<file path="src/verilog/rv_pkg.sv">
package rv_pkg;

    localparam int XLEN       = 32;
    localparam int IMEM_WORDS = 256;
    localparam int DMEM_WORDS = 256;

    typedef enum logic [6:0] {
        OPC_OP     = 7'b0110011,
        OPC_OP_IMM = 7'b0010011,
        OPC_LUI    = 7'b0110111,
        OPC_LOAD   = 7'b0000011,
        OPC_STORE  = 7'b0100011,
        OPC_BRANCH = 7'b1100011,
        OPC_JAL    = 7'b1101111,
        OPC_JALR   = 7'b1100111,
        OPC_SYSTEM = 7'b1110011
    } opcode_e;

    typedef enum logic [2:0] {
        ALU_ADD    = 3'd0,
        ALU_SUB    = 3'd1,
        ALU_AND    = 3'd2,
        ALU_OR     = 3'd3,
        ALU_XOR    = 3'd4,
        ALU_SLT    = 3'd5,
        ALU_PASS_B = 3'd6
    } alu_op_e;

    typedef enum logic [1:0] {
        RES_ALU = 2'd0,
        RES_MEM = 2'd1,
        RES_PC4 = 2'd2
    } result_src_e;

    typedef enum logic [1:0] {
        FWD_RF = 2'd0,
        FWD_M  = 2'd1,
        FWD_W  = 2'd2
    } fwd_sel_e;

    // funct3 encodings of the supported branches
    typedef enum logic [2:0] {
        BR_BEQ = 3'b000,
        BR_BNE = 3'b001,
        BR_BLT = 3'b100,
        BR_BGE = 3'b101
    } branch_e;

    typedef struct packed {
        logic        reg_write;
        result_src_e result_src;
        logic        mem_write;
        alu_op_e     alu_op;
        logic        alu_src_b_imm;
        logic        alu_src_a_pc;
        logic        branch;
        logic        jump;
        logic        jalr;
        branch_e     branch_type;
        logic        halt;
    } ctrl_t;

    typedef struct packed {
        logic            valid;
        logic [XLEN-1:0] instr;
        logic [XLEN-1:0] pc;
        logic [XLEN-1:0] pc4;
    } fd_t;

    typedef struct packed {
        logic            valid;
        ctrl_t           ctrl;
        logic [XLEN-1:0] pc;
        logic [XLEN-1:0] pc4;
        logic [XLEN-1:0] imm;
        logic [XLEN-1:0] rs1_val;
        logic [XLEN-1:0] rs2_val;
        logic [4:0]      rs1;
        logic [4:0]      rs2;
        logic [4:0]      rd;
    } de_t;

    typedef struct packed {
        logic            valid;
        logic            reg_write;
        result_src_e     result_src;
        logic            mem_write;
        logic            halt;
        logic [XLEN-1:0] alu_result;
        logic [XLEN-1:0] write_data;
        logic [XLEN-1:0] pc4;
        logic [4:0]      rd;
    } em_t;

    typedef struct packed {
        logic            valid;
        logic            reg_write;
        result_src_e     result_src;
        logic            halt;
        logic [XLEN-1:0] alu_result;
        logic [XLEN-1:0] mem_data;
        logic [XLEN-1:0] pc4;
        logic [4:0]      rd;
    } mw_t;

endpackage

</file>
<file path="src/verilog/execute.sv">
`timescale 1ns/100ps

module execute (
    input  rv_pkg::ctrl_t           ctrl,
    input  logic [rv_pkg::XLEN-1:0] pc,
    input  logic [rv_pkg::XLEN-1:0] op_a,
    input  logic [rv_pkg::XLEN-1:0] op_b,
    input  logic [rv_pkg::XLEN-1:0] imm,
    output logic [rv_pkg::XLEN-1:0] alu_result,
    output logic                    branch_taken,
    output logic [rv_pkg::XLEN-1:0] target
);
    import rv_pkg::*;

    logic [XLEN-1:0] alu_b;
    logic [XLEN-1:0] target_sum;
    logic            cond;

    assign alu_b = ctrl.alu_src_b_imm ? imm : op_b;

    always_comb begin
        case (ctrl.alu_op)
            ALU_SUB:    alu_result = op_a - alu_b;
            ALU_AND:    alu_result = op_a & alu_b;
            ALU_OR:     alu_result = op_a | alu_b;
            ALU_XOR:    alu_result = op_a ^ alu_b;
            ALU_SLT:    alu_result = {31'b0, $signed(op_a) < $signed(alu_b)};
            ALU_PASS_B: alu_result = alu_b;
            default:    alu_result = op_a + alu_b;
        endcase
    end

    always_comb begin
        case (ctrl.branch_type)
            BR_BEQ:  cond = (op_a == op_b);
            BR_BNE:  cond = (op_a != op_b);
            BR_BLT:  cond = $signed(op_a) < $signed(op_b);
            BR_BGE:  cond = $signed(op_a) >= $signed(op_b);
            default: cond = 1'b0;
        endcase
    end

    assign branch_taken = ctrl.jump || (ctrl.branch && cond);

    // pc-relative for branches and jal, rs1-based for jalr
    assign target_sum = (ctrl.alu_src_a_pc ? pc : op_a) + imm;
    assign target     = ctrl.jalr ? {target_sum[XLEN-1:1], 1'b0} : target_sum;

endmodule

</file>
<file path="config.mk">
export PLATFORM = sky130hd
export DESIGN_NAME = execute
export DESIGN_NICKNAME = d
export VERILOG_FILES = /design/src/verilog/rv_pkg.sv /design/src/verilog/execute.sv
export SDC_FILE = /design/constraint.sdc
export NUM_CORES = 1
export LEC_CHECK = 0
export CORE_AREA = 2 2 122 124
export DETAILED_ROUTE_END_ITERATION = 10
export DIE_AREA = 0 0 124 126
export DONT_BUFFER_PORTS = 1
export PLACE_DENSITY = 0.8
export SETUP_SLACK_MARGIN = 0.3
export SYNTH_ARGS = -nofsm -noshare
export SYNTH_HDL_FRONTEND = slang
export SYNTH_SLANG_ARGS = --single-unit
export TNS_END_PERCENT = 1
</file>
<file path="constraint.sdc">
create_clock -name vclk -period 3.9
set_input_delay 0.195 -clock vclk [all_inputs]
set_output_delay 0.195 -clock vclk [all_outputs]
set_load 0.01 [all_outputs]
</file>
==> out/results.tsv <==
stage	metric	value	unit
sta	post-route-min-period	3543	ps
global_routing	grt_overflow	0	
floorplan	die_w	124	µm
finish	drive_gt1_share	4.819	%
logic_synthesis	synth_fp_nets	1679	
routing	num_vias	10350	
critical_path	crit_path_start_kind	primary input	
sta	slew_headroom	30.76	%
min_path	hold_path.class	primary input to output pin	
sta	setup_viol	0	
placed_design	dp_hpwl	24.83	mm
logic_synthesis	synth_cell_types	69	
logic_synthesis	synth_compound_area_share	40.36	%
routing	dr.pass1.iters	8	
sta	report.final.slew_viol_count	0	
finish	fillers	1389	
logic_synthesis	yosys_warnings	0	
critical_path	cp_max_fo	49	
sta	fmax	282.2	MHz
finish	area_growth	3.050	%
logic_synthesis	synth_area	8696	µm²
critical_path	worst-setup-path-type	primary input to output pin	
sta	tightest_slew	1032	ps
global_routing	grt_pass1_vias	9032	
floorplan	dieArea	15620	µm²
critical_path	worstPathArrival	3350	ps
global_routing	grt_max_degree	70	
job	maxCapViolCount	0	
finish	nNetsFinal	1638	
outcome	status	finished, final reports clean	
sta	grt_setup_unrepaired	yes	
floorplan	io_pins	209	
logic_synthesis	yosysSeqAreaShare	0	%
routing	drt_iter0_markers	1249	
routing	wire_per_inst	20.38	µm
global_routing	groute.usage.overall	37.52	%
logic_synthesis	syn_inst	1371	
pwr	ir_drop	108.6	µV
logic_synthesis	synth_top_family_by_area	compound AO/OA/AOI/OAI gates	
sta	hold_viol	0	
critical_path	worst_ep_required_time	3700	ps
placed_design	port-buffer-count	0	
finish	seq_area	0	µm²
logic_synthesis	syn_avg_cell_area	6.343	µm²
clocking	holdBufCountCts	0	
sta	fin_crit_sh	90.85	%
finish	seq_cell_count	0	
global_routing	antenna_found_initial	2	
logic_synthesis	yosys.area_share.simple	18.91	%
finish	final_cell_mix	inv_1, o21ai_0, ha_1	
floorplan	rows	44	
pwr	totalPowerFinal	0.001655	W
sta	tns	0	ps
routing	postRouteAntennaNets	0	
critical_path	endpoint_kind	output pin	
finish	fin_util	62.60	%
logic_synthesis	synth_xor_area_share	4.029	%
floorplan	core	14310	µm²
pwr	p_per_area	184.7	nW/µm²
routing	route.detailed.drc	0	
routing	wirelength	30.83	mm
logic_synthesis	muxShareOfSynthArea	2.302	%
logic_synthesis	synthAdderAreaFrac	23.86	%
routing	vias_per_cell	6.841	
placed_design	place_congestion	1.008	
floorplan	die_y	126	µm
finish	clkbuf_count	0	
global_routing	grt_pass1_wl	47.37	mm
pwr	leakagePower	4.275	nW
floorplan	floorplan.initialDensity	60.75	%
sta	whs	439.5	ps
[cells in the mapped netlist, types with 10 or more instances]
| library cell | count | share of area, % |
|---|---|---|
| a21o_1 | 40 | 3.5 |
| xnor2_1 | 33 | 3.3 |
| nor2_1 | 88 | 3.8 |
| o21ai_0 | 169 | 9.7 |
| clkbuf_1 | 70 | 3.0 |
| o211ai_1 | 17 | 1.5 |
| nand2b_1 | 17 | 1.2 |
| o22ai_1 | 30 | 2.2 |
| o31ai_1 | 10 | 0.86 |
| ha_1 | 161 | 23 |
| nor4_1 | 12 | 0.86 |
| or3_1 | 12 | 0.86 |
| nor3_1 | 21 | 1.2 |
| a211oi_1 | 16 | 1.4 |
| nand4_1 | 18 | 1.3 |
| o21bai_1 | 17 | 1.5 |
| mux2i_1 | 20 | 2.3 |
| a21oi_1 | 130 | 7.5 |
| a221o_1 | 13 | 1.5 |
| nand2_1 | 123 | 5.3 |
| nand3_1 | 28 | 1.6 |
| o21a_1 | 19 | 1.6 |
| nor2b_1 | 13 | 0.94 |
| inv_1 | 161 | 6.9 |
[cell type report]
cell class | instances | area [µm²] | share of cell area (%)
timing repair buffer | 36 | 270.3 | 3.016
antenna | 1 | 2.502 | 0.02793
multi-input combinational | 1129 | 7846 | 87.56
tap | 184 | 230.2 | 2.569
inverter | 163 | 611.8 | 6.828
[where the power goes]
group | total (W) | internal [W] | leakage (nW) | switching (W)
clock | 0.0000000000157 | 0.0000000000157 | 0.00000634 | 0
sequential | 0 | 0 | 0 | 0
combinational | 0.00166 | 0.000642 | 4.28 | 0.00101
total | 0.00166 | 0.000642 | 4.28 | 0.00101
[logic make-up (layout without fill, tap and decap cells)]
kind of cell | after synthesis | in the layout
compound gates | 552 | 552
xor+xnor | 40 | 40
fa+ha+maj | 164 | 164
other cells | 0 | 1
mux | 20 | 20
buf+inv | 242 | 199
simple gates | 353 | 353
[layer usage]
layer	part of all wire (%)	track usage, %	routed length, µm
met4	3.4	9.121	1035
met3	13	9.466	4120
met2	41	55.66	12780
met5	0	0	0
met1	42	53.98	12890
[worst paths after layout]
path	to	cells after the start	startpoint	slack, ps
hold / removal	target[0]	1	ctrl[4]	440
setup / recovery	alu_result[16]	15	ctrl[8]	360
[what timing repair did]
item / CTS / global route
gates resized for setup: 1 / 19
setup endpoints to repair: 1 / 20
pin swaps: 0 / 1
setup buffers: 0 / 1
gates cloned: 0 / 0
[metrics by stage]
| step | instances | cell area (µm²) | setup slack (ps) |
|---|---|---|---|
| after detailed placement | 1511 | 8896 | 297.9 |
| after CTS | 1511 | 8896 | 313.4 |
| after floorplan | 1371 | 8741 | 317.3 |
| after global placement | 1511 | 8896 | 348.4 |
| final | 1513 | 8961 | 356.9 |
| after global routing | 1512 | 8959 | 237.5 |
[critical path: stages]
cell and delay (ps):
mux2i_2 270, inv_1 90, ha_1 240, inv_1 100, fa_1 250, nor2b_1 90
o31a_1 310, o31ai_2 250, a21oi_1 160, buf_4 180, a21o_1 170, a21oi_1 290
xnor2_1 160, o22ai_1 110, a221o_1 450
Power figures use the tool's default switching activity.
