<file path="src/verilog/rv_pkg.sv">
package rv_pkg;

    localparam int XLEN       = 32;
    localparam int IMEM_WORDS = 256;
    localparam int DMEM_WORDS = 256;

    typedef enum logic [6:0] {
        OPC_OP     = 7'b0110011,
        OPC_OP_IMM = 7'b0010011,
        OPC_LUI    = 7'b0110111,
        OPC_LOAD   = 7'b0000011,
        OPC_STORE  = 7'b0100011,
        OPC_BRANCH = 7'b1100011,
        OPC_JAL    = 7'b1101111,
        OPC_JALR   = 7'b1100111,
        OPC_SYSTEM = 7'b1110011
    } opcode_e;

    typedef enum logic [2:0] {
        ALU_ADD    = 3'd0,
        ALU_SUB    = 3'd1,
        ALU_AND    = 3'd2,
        ALU_OR     = 3'd3,
        ALU_XOR    = 3'd4,
        ALU_SLT    = 3'd5,
        ALU_PASS_B = 3'd6
    } alu_op_e;

    typedef enum logic [1:0] {
        RES_ALU = 2'd0,
        RES_MEM = 2'd1,
        RES_PC4 = 2'd2
    } result_src_e;

    typedef enum logic [1:0] {
        FWD_RF = 2'd0,
        FWD_M  = 2'd1,
        FWD_W  = 2'd2
    } fwd_sel_e;

    // funct3 encodings of the supported branches
    typedef enum logic [2:0] {
        BR_BEQ = 3'b000,
        BR_BNE = 3'b001,
        BR_BLT = 3'b100,
        BR_BGE = 3'b101
    } branch_e;

    typedef struct packed {
        logic        reg_write;
        result_src_e result_src;
        logic        mem_write;
        alu_op_e     alu_op;
        logic        alu_src_b_imm;
        logic        alu_src_a_pc;
        logic        branch;
        logic        jump;
        logic        jalr;
        branch_e     branch_type;
        logic        halt;
    } ctrl_t;

    typedef struct packed {
        logic            valid;
        logic [XLEN-1:0] instr;
        logic [XLEN-1:0] pc;
        logic [XLEN-1:0] pc4;
    } fd_t;

    typedef struct packed {
        logic            valid;
        ctrl_t           ctrl;
        logic [XLEN-1:0] pc;
        logic [XLEN-1:0] pc4;
        logic [XLEN-1:0] imm;
        logic [XLEN-1:0] rs1_val;
        logic [XLEN-1:0] rs2_val;
        logic [4:0]      rs1;
        logic [4:0]      rs2;
        logic [4:0]      rd;
    } de_t;

    typedef struct packed {
        logic            valid;
        logic            reg_write;
        result_src_e     result_src;
        logic            mem_write;
        logic            halt;
        logic [XLEN-1:0] alu_result;
        logic [XLEN-1:0] write_data;
        logic [XLEN-1:0] pc4;
        logic [4:0]      rd;
    } em_t;

    typedef struct packed {
        logic            valid;
        logic            reg_write;
        result_src_e     result_src;
        logic            halt;
        logic [XLEN-1:0] alu_result;
        logic [XLEN-1:0] mem_data;
        logic [XLEN-1:0] pc4;
        logic [4:0]      rd;
    } mw_t;

endpackage

</file>
<file path="src/verilog/hazard_unit.sv">
`timescale 1ns/100ps

module hazard_unit (
    input  logic             clk,
    input  logic             rst_n,
    input  logic [4:0]       d_rs1,
    input  logic [4:0]       d_rs2,
    input  logic             d_uses_rs1,
    input  logic             d_uses_rs2,
    input  logic             d_halt,
    input  rv_pkg::de_t      e_entry,
    input  rv_pkg::em_t      m_entry,
    input  rv_pkg::mw_t      w_entry,
    input  logic             branch_taken,
    output logic             pc_en,
    output logic             fd_en,
    output logic             de_bubble,
    output logic             flush,
    output logic             pc_src,
    output rv_pkg::fwd_sel_e fwd_a,
    output rv_pkg::fwd_sel_e fwd_b,
    output logic             halted
);
    import rv_pkg::*;

    logic load_use;
    logic halt_seen;

    // newest producer wins
    function automatic fwd_sel_e fwd_pick(logic [4:0] src, em_t m, mw_t w);
        if (src == 5'd0) begin
            return FWD_RF;
        end else if (m.valid && m.reg_write && m.rd == src) begin
            return FWD_M;
        end else if (w.valid && w.reg_write && w.rd == src) begin
            return FWD_W;
        end
        return FWD_RF;
    endfunction

    assign fwd_a = fwd_pick(e_entry.rs1, m_entry, w_entry);
    assign fwd_b = fwd_pick(e_entry.rs2, m_entry, w_entry);

    assign load_use = e_entry.valid && e_entry.ctrl.result_src == RES_MEM
                      && e_entry.rd != 5'd0
                      && ((d_uses_rs1 && d_rs1 == e_entry.rd)
                          || (d_uses_rs2 && d_rs2 == e_entry.rd));

    assign flush     = e_entry.valid && branch_taken;
    assign pc_src    = flush;
    assign fd_en     = !load_use;
    assign de_bubble = load_use;

    // a redirect beats the halt, since that ebreak is on the wrong path
    assign pc_en = flush || !(load_use || halt_seen || d_halt);

    always_ff @(posedge clk) begin
        if (!rst_n) begin
            halt_seen <= 1'b0;
            halted    <= 1'b0;
        end else begin
            if (d_halt && !flush) begin
                halt_seen <= 1'b1;
            end
            if (w_entry.valid && w_entry.halt) begin
                halted <= 1'b1;
            end
        end
    end

endmodule

</file>
<file path="config.mk">
export PLATFORM = sky130hd
export DESIGN_NAME = hazard_unit
export DESIGN_NICKNAME = d
export VERILOG_FILES = /design/src/verilog/rv_pkg.sv /design/src/verilog/hazard_unit.sv
export SDC_FILE = /design/constraint.sdc
export NUM_CORES = 1
export LEC_CHECK = 0
export BUFFER_PORTS_ARGS = -buffer_cell sky130_fd_sc_hd__buf_2
export CAP_MARGIN = 20
export CORE_AREA = 3 3 166 168
export CTS_BUF_LIST = sky130_fd_sc_hd__clkbuf_4 sky130_fd_sc_hd__clkbuf_8
export CTS_CLUSTER_DIAMETER = 50
export CTS_CLUSTER_SIZE = 12
export DETAILED_ROUTE_END_ITERATION = 10
export DIE_AREA = 0 0 169 171
export HOLD_SLACK_MARGIN = 0.12
export PLACE_DENSITY = 0.34
export SLEW_MARGIN = 20
export SYNTH_ARGS = -nofsm -noshare
export SYNTH_HDL_FRONTEND = slang
export SYNTH_SLANG_ARGS = --single-unit
</file>
<file path="constraint.sdc">
create_clock -name clk -period 1.4 [get_ports clk]
set_input_delay 0.21 -clock clk [delete_from_list [all_inputs] [get_ports clk]]
set_output_delay 0.21 -clock clk [all_outputs]
set_load 0.01 [all_outputs]
</file>
==> metrics.log <==
INFO  metric crit_type = input port to output pin
INFO  metric drt-vias-per-instance = 1.64
INFO  metric final.period_utilization = 107%
INFO  metric timing.setup.tns = -240 ps
INFO  metric final.min_clock_period = 1500 ps
INFO  metric worstPathRequired = 1190 ps
INFO  metric cp_num_buf_inv = 2
INFO  metric timing.fmax = 666 MHz
INFO  metric synth-edff-count = 0
INFO  metric netlist_top_cells_area = xnor2_1 35%, xor2_1 12%, nand2_1 7.8%
INFO  metric synthDominantAreaCellType = xnor2_1
INFO  metric buffers_from_clock_root_to_sink_at_most = 2
INFO  metric yosys_warnings = 0
INFO  metric clock_insertion_delay_worst_skew = 210 ps
INFO  metric drt_wl_total = 3.82 mm
INFO  metric final_nets = between 500 and 600
INFO  metric detail_route.iter0.violations = 9
INFO  metric timing.max_cap.violations = 0
INFO  metric routed-via-count = between 700 and 800
INFO  metric timing.hold.worst.class = input port to flop
INFO  metric ant_nets = 0
INFO  metric antenna-diode-count = 0
INFO  metric flow.area_growth_from_synthesis = 237%
INFO  metric cp_top_family = simple AND/OR/NAND/NOR gates
INFO  metric end_kind = output pin
INFO  metric die_height = 171 um
INFO  metric fin_ws = -102 ps
INFO  metric cts-root-buf = clkbuf_8
INFO  metric critical_path.slowest_cell = or4_4
INFO  metric synth.yosys.seq_area_share = 7.60%
INFO  metric placed_cells_incl_taps = 483
INFO  metric antenna_found_initial = 2
INFO  metric synth_net_count = around 490
INFO  metric finalHoldViolations = 0
INFO  metric hold_path.startpoint = rst_n
INFO  metric cts_inserted_buffers = 3
INFO  metric wire_per_inst = 7.85 um
INFO  metric status = complete, but fails checks
INFO  metric startpoint = e_entry[11]
INFO  metric setup_viol = 5
INFO  metric place.gp.congestion = 0.658
INFO  metric mappedNetlistArea = 527 sq um
INFO  metric worstPathCellList = buf_8 -> or4_4 -> nand2_2 -> a2111o_1 -> nor4_4 -> buf_4
INFO  metric syn-mean-instance-area = 7.22 sq um
INFO  metric grt_start_max_net_pins = 5
INFO  metric max_fanout_on_critical_path = 3
INFO  metric tightest_slew = 303 ps
INFO  metric critical_path.startpoint_type = input port
INFO  metric cts_tree = built
INFO  metric power.density = 387 nW/um^2
INFO  metric post-place-ws = -257 ps
INFO  metric htree_num_levels = 1
INFO  metric final_max_slew_viol_count = 0
INFO  metric placement_rows = 59
INFO  metric remaining_drc_errors = 0
INFO  metric total_congestion_overflow = 0
INFO  metric failing_checks = negative setup slack
INFO  metric place_hpwl = 3.51 mm
INFO  metric worst_slew_margin_rel = 79.7%
INFO  metric vdd.ir_drop.worst = around 0.43 mV
INFO  metric detail_route.first_pass.iterations = 4
INFO  metric ys_async_sr_fraction = 0%
INFO  metric library_cell_with_the_highest_instance_count_after_synthesis = xnor2_1
INFO  metric cts_num_sinks = 2
INFO  metric yosysUniqueCellTypes = 24
INFO  metric numPortBuffers = between 50 and 60
INFO  metric synth_top_area_share = 34.9%
INFO  metric synth_seq_cells = 2
INFO  metric post_cts_clock_slew_at_the_launch_and_capture_registers_of_the_worst_setup_and_hold_paths = 30 ps
INFO  metric core = 26100 sq um
INFO  metric arrival = 1290 ps
INFO  metric critical_path.reg2reg.startpoint = halt_seen$_SDFFE_PN0P_
INFO  metric clock-skew-final = 0 ps
INFO  metric critical_path.max_stage_delay = about 530 ps
INFO  metric grt_pass1_wl = 5.27 mm
INFO  metric grt_setup_unrepaired = true
INFO  metric grt_pass1_vias = 829
INFO  metric floorplan.die_area = around 29000 sq um
INFO  metric postSynthCellCount = 73
INFO  metric share_of_final_layout_standard_cells_stronger_than_drive_strength_1 = between 70 and 80%
INFO  metric die_w = 169 um
INFO  metric ios = between 400 and 500
INFO  metric post_layout_nonfiller_instances = slightly below 500
INFO  metric initial_utilization = 2.02%
INFO  metric synth_common_cells = 21 x xnor2_1, 11 x nand2_1, 7 x xor2_1
INFO  metric track_usage = about 2.5%
INFO  metric ys.flop_type = dfxtp_1
INFO  metric leakagePower = 0.665 nW
-- state kept, by name, summed over array words and instances, names as in the netlist --
signal / flops
halt_seen: 1
halted: 1
-- per-stage QoR --
stage	hold WS, ps	util, %	cell area (sq um)	power (W)
floorplan	338	-	527	0.000172
global placement	436	5.23	1360	0.000358
detailed placement	438	5.23	1360	0.000355
CTS	219	6.32	1650	0.000670
global route	242	6.80	1770	0.000730
finish	222	6.80	1770	0.000686
-- worst paths after layout --
kind | slack [ps] | to | cells after the start
worst max-delay path | -100 | fwd_a[1] | 6
worst min-delay path | 220 | halt_seen$_SDFFE_PN0P_ | 2
worst max register to register | 800 | halt_seen$_SDFFE_PN0P_ | 2
worst min register to register | 490 | halt_seen$_SDFFE_PN0P_ | 2
-- cells by family after synthesis --
logic type	Yosys count	share of synthesized area, %
and+or+nand+nor	33	32.5
xor gates and xnor gates	28	46.6
AOI/OAI and AO/OA	8	11.2
DFF	2	7.60
buffers and inverters	2	2.14
-- timing repair --
item,4_1_cts,5_1_grt
resized for setup,46,26
endpoints found under the setup margin,6,7
hold buffers,0,0
pin swaps,14,10
buffers inserted,0,0
-- final cells by class --
cell class | count | area [sq um]
inverter | 1 | 3.75
fill | 3056 | 24300
clock buffer | 3 | 41.3
sequential | 2 | 40.0
multi-input combinational | 69 | 697
timing repair buffer | 76 | 572
tap | 335 | 419
-- layout by cell type, fill, tap and decap left out, types with 2 or more instances in the layout --
master    instances
nand4_1           4
xnor2_4           2
a21oi_1           2
nor2_1            3
buf_4            15
or4_4             2
dfxtp_1           2
buf_2            39
buf_6            19
xnor2_2          11
nand2_1          10
xor2_1            6
buf_8             2
xnor2_1           8
nor2b_1           2
nor2_4            2
nor3_2            2
clkbuf_8          3
-- per-layer routing --
metal	wire, um	vias to the layer above	part of all wire [%]	track usage (%)
li1	-	408	-	-
met1	1430	350	38	2.86
met2	1940	29	51	4.44
met3	422	4	11	1.09
met4	6	4	0.16	0.423
met5	17	-	0.45	0
-- power by group --
part	switching, W	leakage (nW)	internal [W]
Combinational	0.000168	0.627	0.000227
Clock	0.0000452	0.0216	0.000182
Sequential	0.00000195	0.0166	0.0000617
No activity file was read; power rests on OpenSTA's default activity.
