**config.mk**
```make
export PLATFORM = sky130hd
export DESIGN_NAME = decode
export DESIGN_NICKNAME = d
export VERILOG_FILES = /design/src/verilog/rv_pkg.sv /design/src/verilog/decode.sv
export SDC_FILE = /design/constraint.sdc
export NUM_CORES = 2
export LEC_CHECK = 0
export ABC_AREA = 0
export BUFFER_PORTS_ARGS = -buffer_cell sky130_fd_sc_hd__buf_2
export CAP_MARGIN = 20
export CORE_MARGIN = 3
export CORE_UTILIZATION = 30
export CTS_CLUSTER_SIZE = 24
export DETAILED_ROUTE_END_ITERATION = 10
export SYNTH_ARGS = -nofsm -noshare
export SYNTH_HDL_FRONTEND = slang
export SYNTH_SLANG_ARGS = --single-unit
```
**constraint.sdc**
```tcl
create_clock -name clk -period 9.9 [get_ports clk]
set_input_delay 0.99 -clock clk [delete_from_list [all_inputs] [get_ports clk]]
set_output_delay 0.99 -clock clk [all_outputs]
set_load 0.01 [all_outputs]
```
**src/verilog/rv_pkg.sv**
```systemverilog
package rv_pkg;

    localparam int XLEN       = 32;
    localparam int IMEM_WORDS = 256;
    localparam int DMEM_WORDS = 256;

    typedef enum logic [6:0] {
        OPC_OP     = 7'b0110011,
        OPC_OP_IMM = 7'b0010011,
        OPC_LUI    = 7'b0110111,
        OPC_LOAD   = 7'b0000011,
        OPC_STORE  = 7'b0100011,
        OPC_BRANCH = 7'b1100011,
        OPC_JAL    = 7'b1101111,
        OPC_JALR   = 7'b1100111,
        OPC_SYSTEM = 7'b1110011
    } opcode_e;

    typedef enum logic [2:0] {
        ALU_ADD    = 3'd0,
        ALU_SUB    = 3'd1,
        ALU_AND    = 3'd2,
        ALU_OR     = 3'd3,
        ALU_XOR    = 3'd4,
        ALU_SLT    = 3'd5,
        ALU_PASS_B = 3'd6
    } alu_op_e;

    typedef enum logic [1:0] {
        RES_ALU = 2'd0,
        RES_MEM = 2'd1,
        RES_PC4 = 2'd2
    } result_src_e;

    typedef enum logic [1:0] {
        FWD_RF = 2'd0,
        FWD_M  = 2'd1,
        FWD_W  = 2'd2
    } fwd_sel_e;

    // funct3 encodings of the supported branches
    typedef enum logic [2:0] {
        BR_BEQ = 3'b000,
        BR_BNE = 3'b001,
        BR_BLT = 3'b100,
        BR_BGE = 3'b101
    } branch_e;

    typedef struct packed {
        logic        reg_write;
        result_src_e result_src;
        logic        mem_write;
        alu_op_e     alu_op;
        logic        alu_src_b_imm;
        logic        alu_src_a_pc;
        logic        branch;
        logic        jump;
        logic        jalr;
        branch_e     branch_type;
        logic        halt;
    } ctrl_t;

    typedef struct packed {
        logic            valid;
        logic [XLEN-1:0] instr;
        logic [XLEN-1:0] pc;
        logic [XLEN-1:0] pc4;
    } fd_t;

    typedef struct packed {
        logic            valid;
        ctrl_t           ctrl;
        logic [XLEN-1:0] pc;
        logic [XLEN-1:0] pc4;
        logic [XLEN-1:0] imm;
        logic [XLEN-1:0] rs1_val;
        logic [XLEN-1:0] rs2_val;
        logic [4:0]      rs1;
        logic [4:0]      rs2;
        logic [4:0]      rd;
    } de_t;

    typedef struct packed {
        logic            valid;
        logic            reg_write;
        result_src_e     result_src;
        logic            mem_write;
        logic            halt;
        logic [XLEN-1:0] alu_result;
        logic [XLEN-1:0] write_data;
        logic [XLEN-1:0] pc4;
        logic [4:0]      rd;
    } em_t;

    typedef struct packed {
        logic            valid;
        logic            reg_write;
        result_src_e     result_src;
        logic            halt;
        logic [XLEN-1:0] alu_result;
        logic [XLEN-1:0] mem_data;
        logic [XLEN-1:0] pc4;
        logic [4:0]      rd;
    } mw_t;

endpackage

```
**src/verilog/decode.sv**
```systemverilog
`timescale 1ns/100ps

module decode (
    input  logic                    clk,
    input  logic                    rst_n,
    input  logic [rv_pkg::XLEN-1:0] instr,
    input  logic                    wb_we,
    input  logic [4:0]              wb_rd,
    input  logic [rv_pkg::XLEN-1:0] wb_data,
    output rv_pkg::ctrl_t           ctrl,
    output logic [rv_pkg::XLEN-1:0] imm,
    output logic [rv_pkg::XLEN-1:0] rs1_val,
    output logic [rv_pkg::XLEN-1:0] rs2_val,
    output logic [4:0]              rs1,
    output logic [4:0]              rs2,
    output logic [4:0]              rd,
    output logic                    uses_rs1,
    output logic                    uses_rs2,
    output logic [rv_pkg::XLEN-1:0] a0
);
    import rv_pkg::*;

    opcode_e         opcode;
    logic [2:0]      funct3;
    logic [XLEN-1:0] imm_i;
    logic [XLEN-1:0] imm_s;
    logic [XLEN-1:0] imm_b;
    logic [XLEN-1:0] imm_u;
    logic [XLEN-1:0] imm_j;
    logic [XLEN-1:0] regs [32];

    function automatic alu_op_e alu_from_funct3(logic [2:0] f3, logic sub);
        case (f3)
            3'b000:  return sub ? ALU_SUB : ALU_ADD;
            3'b010:  return ALU_SLT;
            3'b100:  return ALU_XOR;
            3'b110:  return ALU_OR;
            3'b111:  return ALU_AND;
            default: return ALU_ADD;
        endcase
    endfunction

    assign opcode = opcode_e'(instr[6:0]);
    assign funct3 = instr[14:12];
    assign rd     = instr[11:7];
    assign rs1    = instr[19:15];
    assign rs2    = instr[24:20];

    assign imm_i = {{20{instr[31]}}, instr[31:20]};
    assign imm_s = {{20{instr[31]}}, instr[31:25], instr[11:7]};
    assign imm_b = {{19{instr[31]}}, instr[31], instr[7], instr[30:25], instr[11:8], 1'b0};
    assign imm_u = {instr[31:12], 12'b0};
    assign imm_j = {{11{instr[31]}}, instr[31], instr[19:12], instr[20], instr[30:21], 1'b0};

    always_comb begin
        ctrl     = '0;
        imm      = '0;
        uses_rs1 = 1'b0;
        uses_rs2 = 1'b0;
        case (opcode)
            OPC_OP: begin
                ctrl.reg_write = 1'b1;
                ctrl.alu_op    = alu_from_funct3(funct3, instr[30]);
                uses_rs1       = 1'b1;
                uses_rs2       = 1'b1;
            end
            OPC_OP_IMM: begin
                ctrl.reg_write     = 1'b1;
                ctrl.alu_op        = alu_from_funct3(funct3, 1'b0);
                ctrl.alu_src_b_imm = 1'b1;
                imm                = imm_i;
                uses_rs1           = 1'b1;
            end
            OPC_LUI: begin
                ctrl.reg_write     = 1'b1;
                ctrl.alu_op        = ALU_PASS_B;
                ctrl.alu_src_b_imm = 1'b1;
                imm                = imm_u;
            end
            OPC_LOAD: begin
                ctrl.reg_write     = 1'b1;
                ctrl.result_src    = RES_MEM;
                ctrl.alu_src_b_imm = 1'b1;
                imm                = imm_i;
                uses_rs1           = 1'b1;
            end
            OPC_STORE: begin
                ctrl.mem_write     = 1'b1;
                ctrl.alu_src_b_imm = 1'b1;
                imm                = imm_s;
                uses_rs1           = 1'b1;
                uses_rs2           = 1'b1;
            end
            OPC_BRANCH: begin
                ctrl.branch       = 1'b1;
                ctrl.branch_type  = branch_e'(funct3);
                ctrl.alu_src_a_pc = 1'b1;
                imm               = imm_b;
                uses_rs1          = 1'b1;
                uses_rs2          = 1'b1;
            end
            OPC_JAL: begin
                ctrl.reg_write    = 1'b1;
                ctrl.result_src   = RES_PC4;
                ctrl.jump         = 1'b1;
                ctrl.alu_src_a_pc = 1'b1;
                imm               = imm_j;
            end
            OPC_JALR: begin
                ctrl.reg_write  = 1'b1;
                ctrl.result_src = RES_PC4;
                ctrl.jump       = 1'b1;
                ctrl.jalr       = 1'b1;
                imm             = imm_i;
                uses_rs1        = 1'b1;
            end
            // only EBREAK from the system space
            OPC_SYSTEM: ctrl.halt = (funct3 == 3'b000) && (instr[31:20] == 12'h001);
            default: ;
        endcase
    end

    always_ff @(posedge clk) begin
        if (!rst_n) begin
            for (int i = 0; i < 32; i++) begin
                regs[i] <= '0;
            end
        end else if (wb_we && wb_rd != 5'd0) begin
            regs[wb_rd] <= wb_data;
        end
    end

    // write-first bypass from writeback
    assign rs1_val = (wb_we && wb_rd != 5'd0 && wb_rd == rs1) ? wb_data : regs[rs1];
    assign rs2_val = (wb_we && wb_rd != 5'd0 && wb_rd == rs2) ? wb_data : regs[rs2];

    assign a0 = regs[10];

endmodule

```
==> impl_metrics.yaml <==
status:
  status: "completed"
synthesis:
  ys.warnings.count: 0
  synth-edff-count: 1024
  yosysUniqueCellTypes: 52
  syn_area_sq_um: 55700
  seq_area_frac_synth_pct: 55.2
  async_flop_share_pct: 0
  syn_inst: 3890
  synthFlopType: "edfxtp_1"
  avgSynthCellArea_sq_um: 14.3
  ys_seq_elements: 1024
route:
  first_iter_violations: 5184
  drtAntennaViolNets: 0
  drt_wl_total_mm: 210
  firstDrtPassIters: 5
  drc: 0
  wire_per_inst_um: 32.3
  vias: 37500
  via_per_inst: 5.77
floorplan:
  rows: 157
  die_w_um: 437
  ioPinCount: 233
  start_util_pct: 30.3
  design.die.area_sq_um: 191000
  die_h_um: 437
  core_area_sq_um: 184000
final_layout:
  area_growth_pct: 13.6
  final_area_sq_um: 63200
  fin_util_pct: 34.4
  final_common_cell: "edfxtp_1"
  largest_reg_flops: 1024
  drive_gt1_share_pct: 26.4
  largest-register: "regs"
  fin_cells: 6503
  final_cell_mix: "edfxtp_1 (1024), and2_1 (999), mux4_2 (414)"
  largest_registers: "regs (1024)"
  fin_nets: 4017
placed_design:
  dp_slack_ns: 4.40
  gp_congestion: 0.895
  dp.cells: 6300
  port_buffers: 232
  dpl_cell_area_sq_um: 59800
  place_hpwl_mm: 124
global_route:
  grt-ovfl-total: 0
  grt_pass1_wl_mm: 290
  grt_max_degree: 124
  grt_use_total_pct: 21.4
  antenna_found_initial: 27
  first_global_vias: 36500
timing:
  hold_violations: 0
  layout_min_cycle_time_ns: 5.65
  rsz0062_at_grt: "false"
  setup_violations: 0
  fmax_mhz: 177
  fin_crit_sh_pct: 57.1
  worst_pin_slew_ns: 1.10
  tns_ns: 0
  layout_setup_ws_ns: 4.25
  slew-limit-headroom_pct: 26.4
  slew_violations: 0
clocking:
  cts_buffer_depth: 3
  cts_tree: "yes"
  cts_hold_buf: 0
  cts_setup_buffers: 0
  cts_resized: 0
  cts_buffers: 107
  clock-sinks: 1024
  cts.clk_slew.worst_paths_ns: 0.06
  htreeDepth: 3
  cts_root_buffer: "clkbuf_16"
critical_path:
  cp-start-kind: "primary input"
  required_ns: 8.91
  cp_slowest_stage_delay_ns: 0.69
  crit_path_cell_trace: "buf_8, buf_12, nand3b_1, buf_4, o22ai_1, or3_1, o21ai_1, buf_2"
  critPathMaxFanout: 123
  critical_path_arrival_ns: 4.66
  cpMaxStageDelayCell: "buf_12"
  worstSetupPathType: "primary input to primary output"
  crit_path_end_kind: "primary output"
  cp-startpoint: "instr[17]"
  crit_path_end: "rs1_val[4]"
worst_hold_path:
  hp-class: "primary input to flip-flop"
  min_path_cells: 2
  hp-start: "wb_data[12]"
power_and_ir_drop:
  powerDensity_nw_per_um2: 168
  p_leak_nw: 21.9
  vdd_drop_max_uv: 132
job:
  maxCapViolations: 0
area by class of cell:
type	instances	area, sq um
Timing Repair Buffer	353	2190
Fill cell	17700	121000
Antenna cell	3	7.51
Multi-Input combinational cell	2452	23700
Inverter	7	26.3
Clock buffer	132	2790
Tap cell	2464	3080
Sequential cell	1024	30700
Clock inverter	68	683
layer usage:
| layer | track usage, % | vias up | wire length [um] |
|---|---|---|---|
| li1 | - | 15000 | - |
| met1 | 27.8 | 19600 | 79700 |
| met2 | 33.9 | 2453 | 97300 |
| met3 | 4.65 | 493 | 21600 |
| met4 | 10.1 | 4 | 11500 |
| met5 | 0 | - | 23 |
how the worst min path moves through the flow:
stage,endpoint
floorplan,regs[1][31]
global placement,a0[21]
detailed placement,a0[21]
CTS,regs[8][17]
global route,regs[14][17]
finish,regs[10][12]
logic make-up after synthesis:
family,synth area share [%]
other,0.00674
buffers and inverters,3.50
flip-flops,55.2
XOR/XNOR,0.173
AO/OA/AOI/OAI,5.86
multiplexers,21.4
AND/OR/NAND/NOR,13.8
worst max-delay path, delay by kind of cell:
kind / cells / cell delay (ns)
compound gates: 2 / 0.53
buf+inv: 4 / 2.00
simple gates: 2 / 0.78
through the flow:
| stage | hold slack [ns] | total power, mW |
|---|---|---|
| 6_report | 0.896 | 10.6 |
| 3_5_place_dp | 1.48 | 6.58 |
| 4_1_cts | 0.845 | 10.6 |
| 3_3_place_gp | 1.47 | 6.57 |
| 2_1_floorplan | 1.19 | 6.00 |
| 5_1_grt | 0.900 | 10.9 |
report_power, final:
group          switching (mW)  internal [mW]  total (mW)
combinational           0.840          0.529        1.37
sequential              0.130           5.01        5.14
clock                    1.78           2.34        4.12
Yosys cell counts (all sizes together), types with 2 or more instances:
master / instances / share of area (%)
a211oi: 52 / 0.70
a21boi: 6 / 0.081
a21o: 21 / 0.28
a21oi: 37 / 0.33
a221o: 10 / 0.18
a221oi: 69 / 1.1
a22o: 31 / 0.49
a22oi: 18 / 0.24
a31oi: 11 / 0.12
a32oi: 2 / 0.031
and2: 1000 / 11
and3: 2 / 0.022
buf: 139 / 1.4
clkbuf: 299 / 2.0
edfxtp: 1024 / 55
inv: 7 / 0.047
mux2: 60 / 1.2
mux2i: 194 / 3.5
mux4: 414 / 17
nand2: 71 / 0.48
nand2b: 15 / 0.17
nand3: 9 / 0.081
nand3b: 6 / 0.081
nor2: 49 / 0.33
nor2b: 51 / 0.57
nor3: 30 / 0.27
nor4: 5 / 0.11
o2111ai: 6 / 0.094
o21a: 2 / 0.027
o21ai: 85 / 0.76
o22ai: 96 / 1.1
o31a: 9 / 0.14
o31ai: 2 / 0.052
o41ai: 8 / 0.13
or2: 5 / 0.056
or3: 25 / 0.28
or3b: 2 / 0.031
xnor2: 7 / 0.11
xor2: 4 / 0.063
Power figures use the tool's default switching activity.
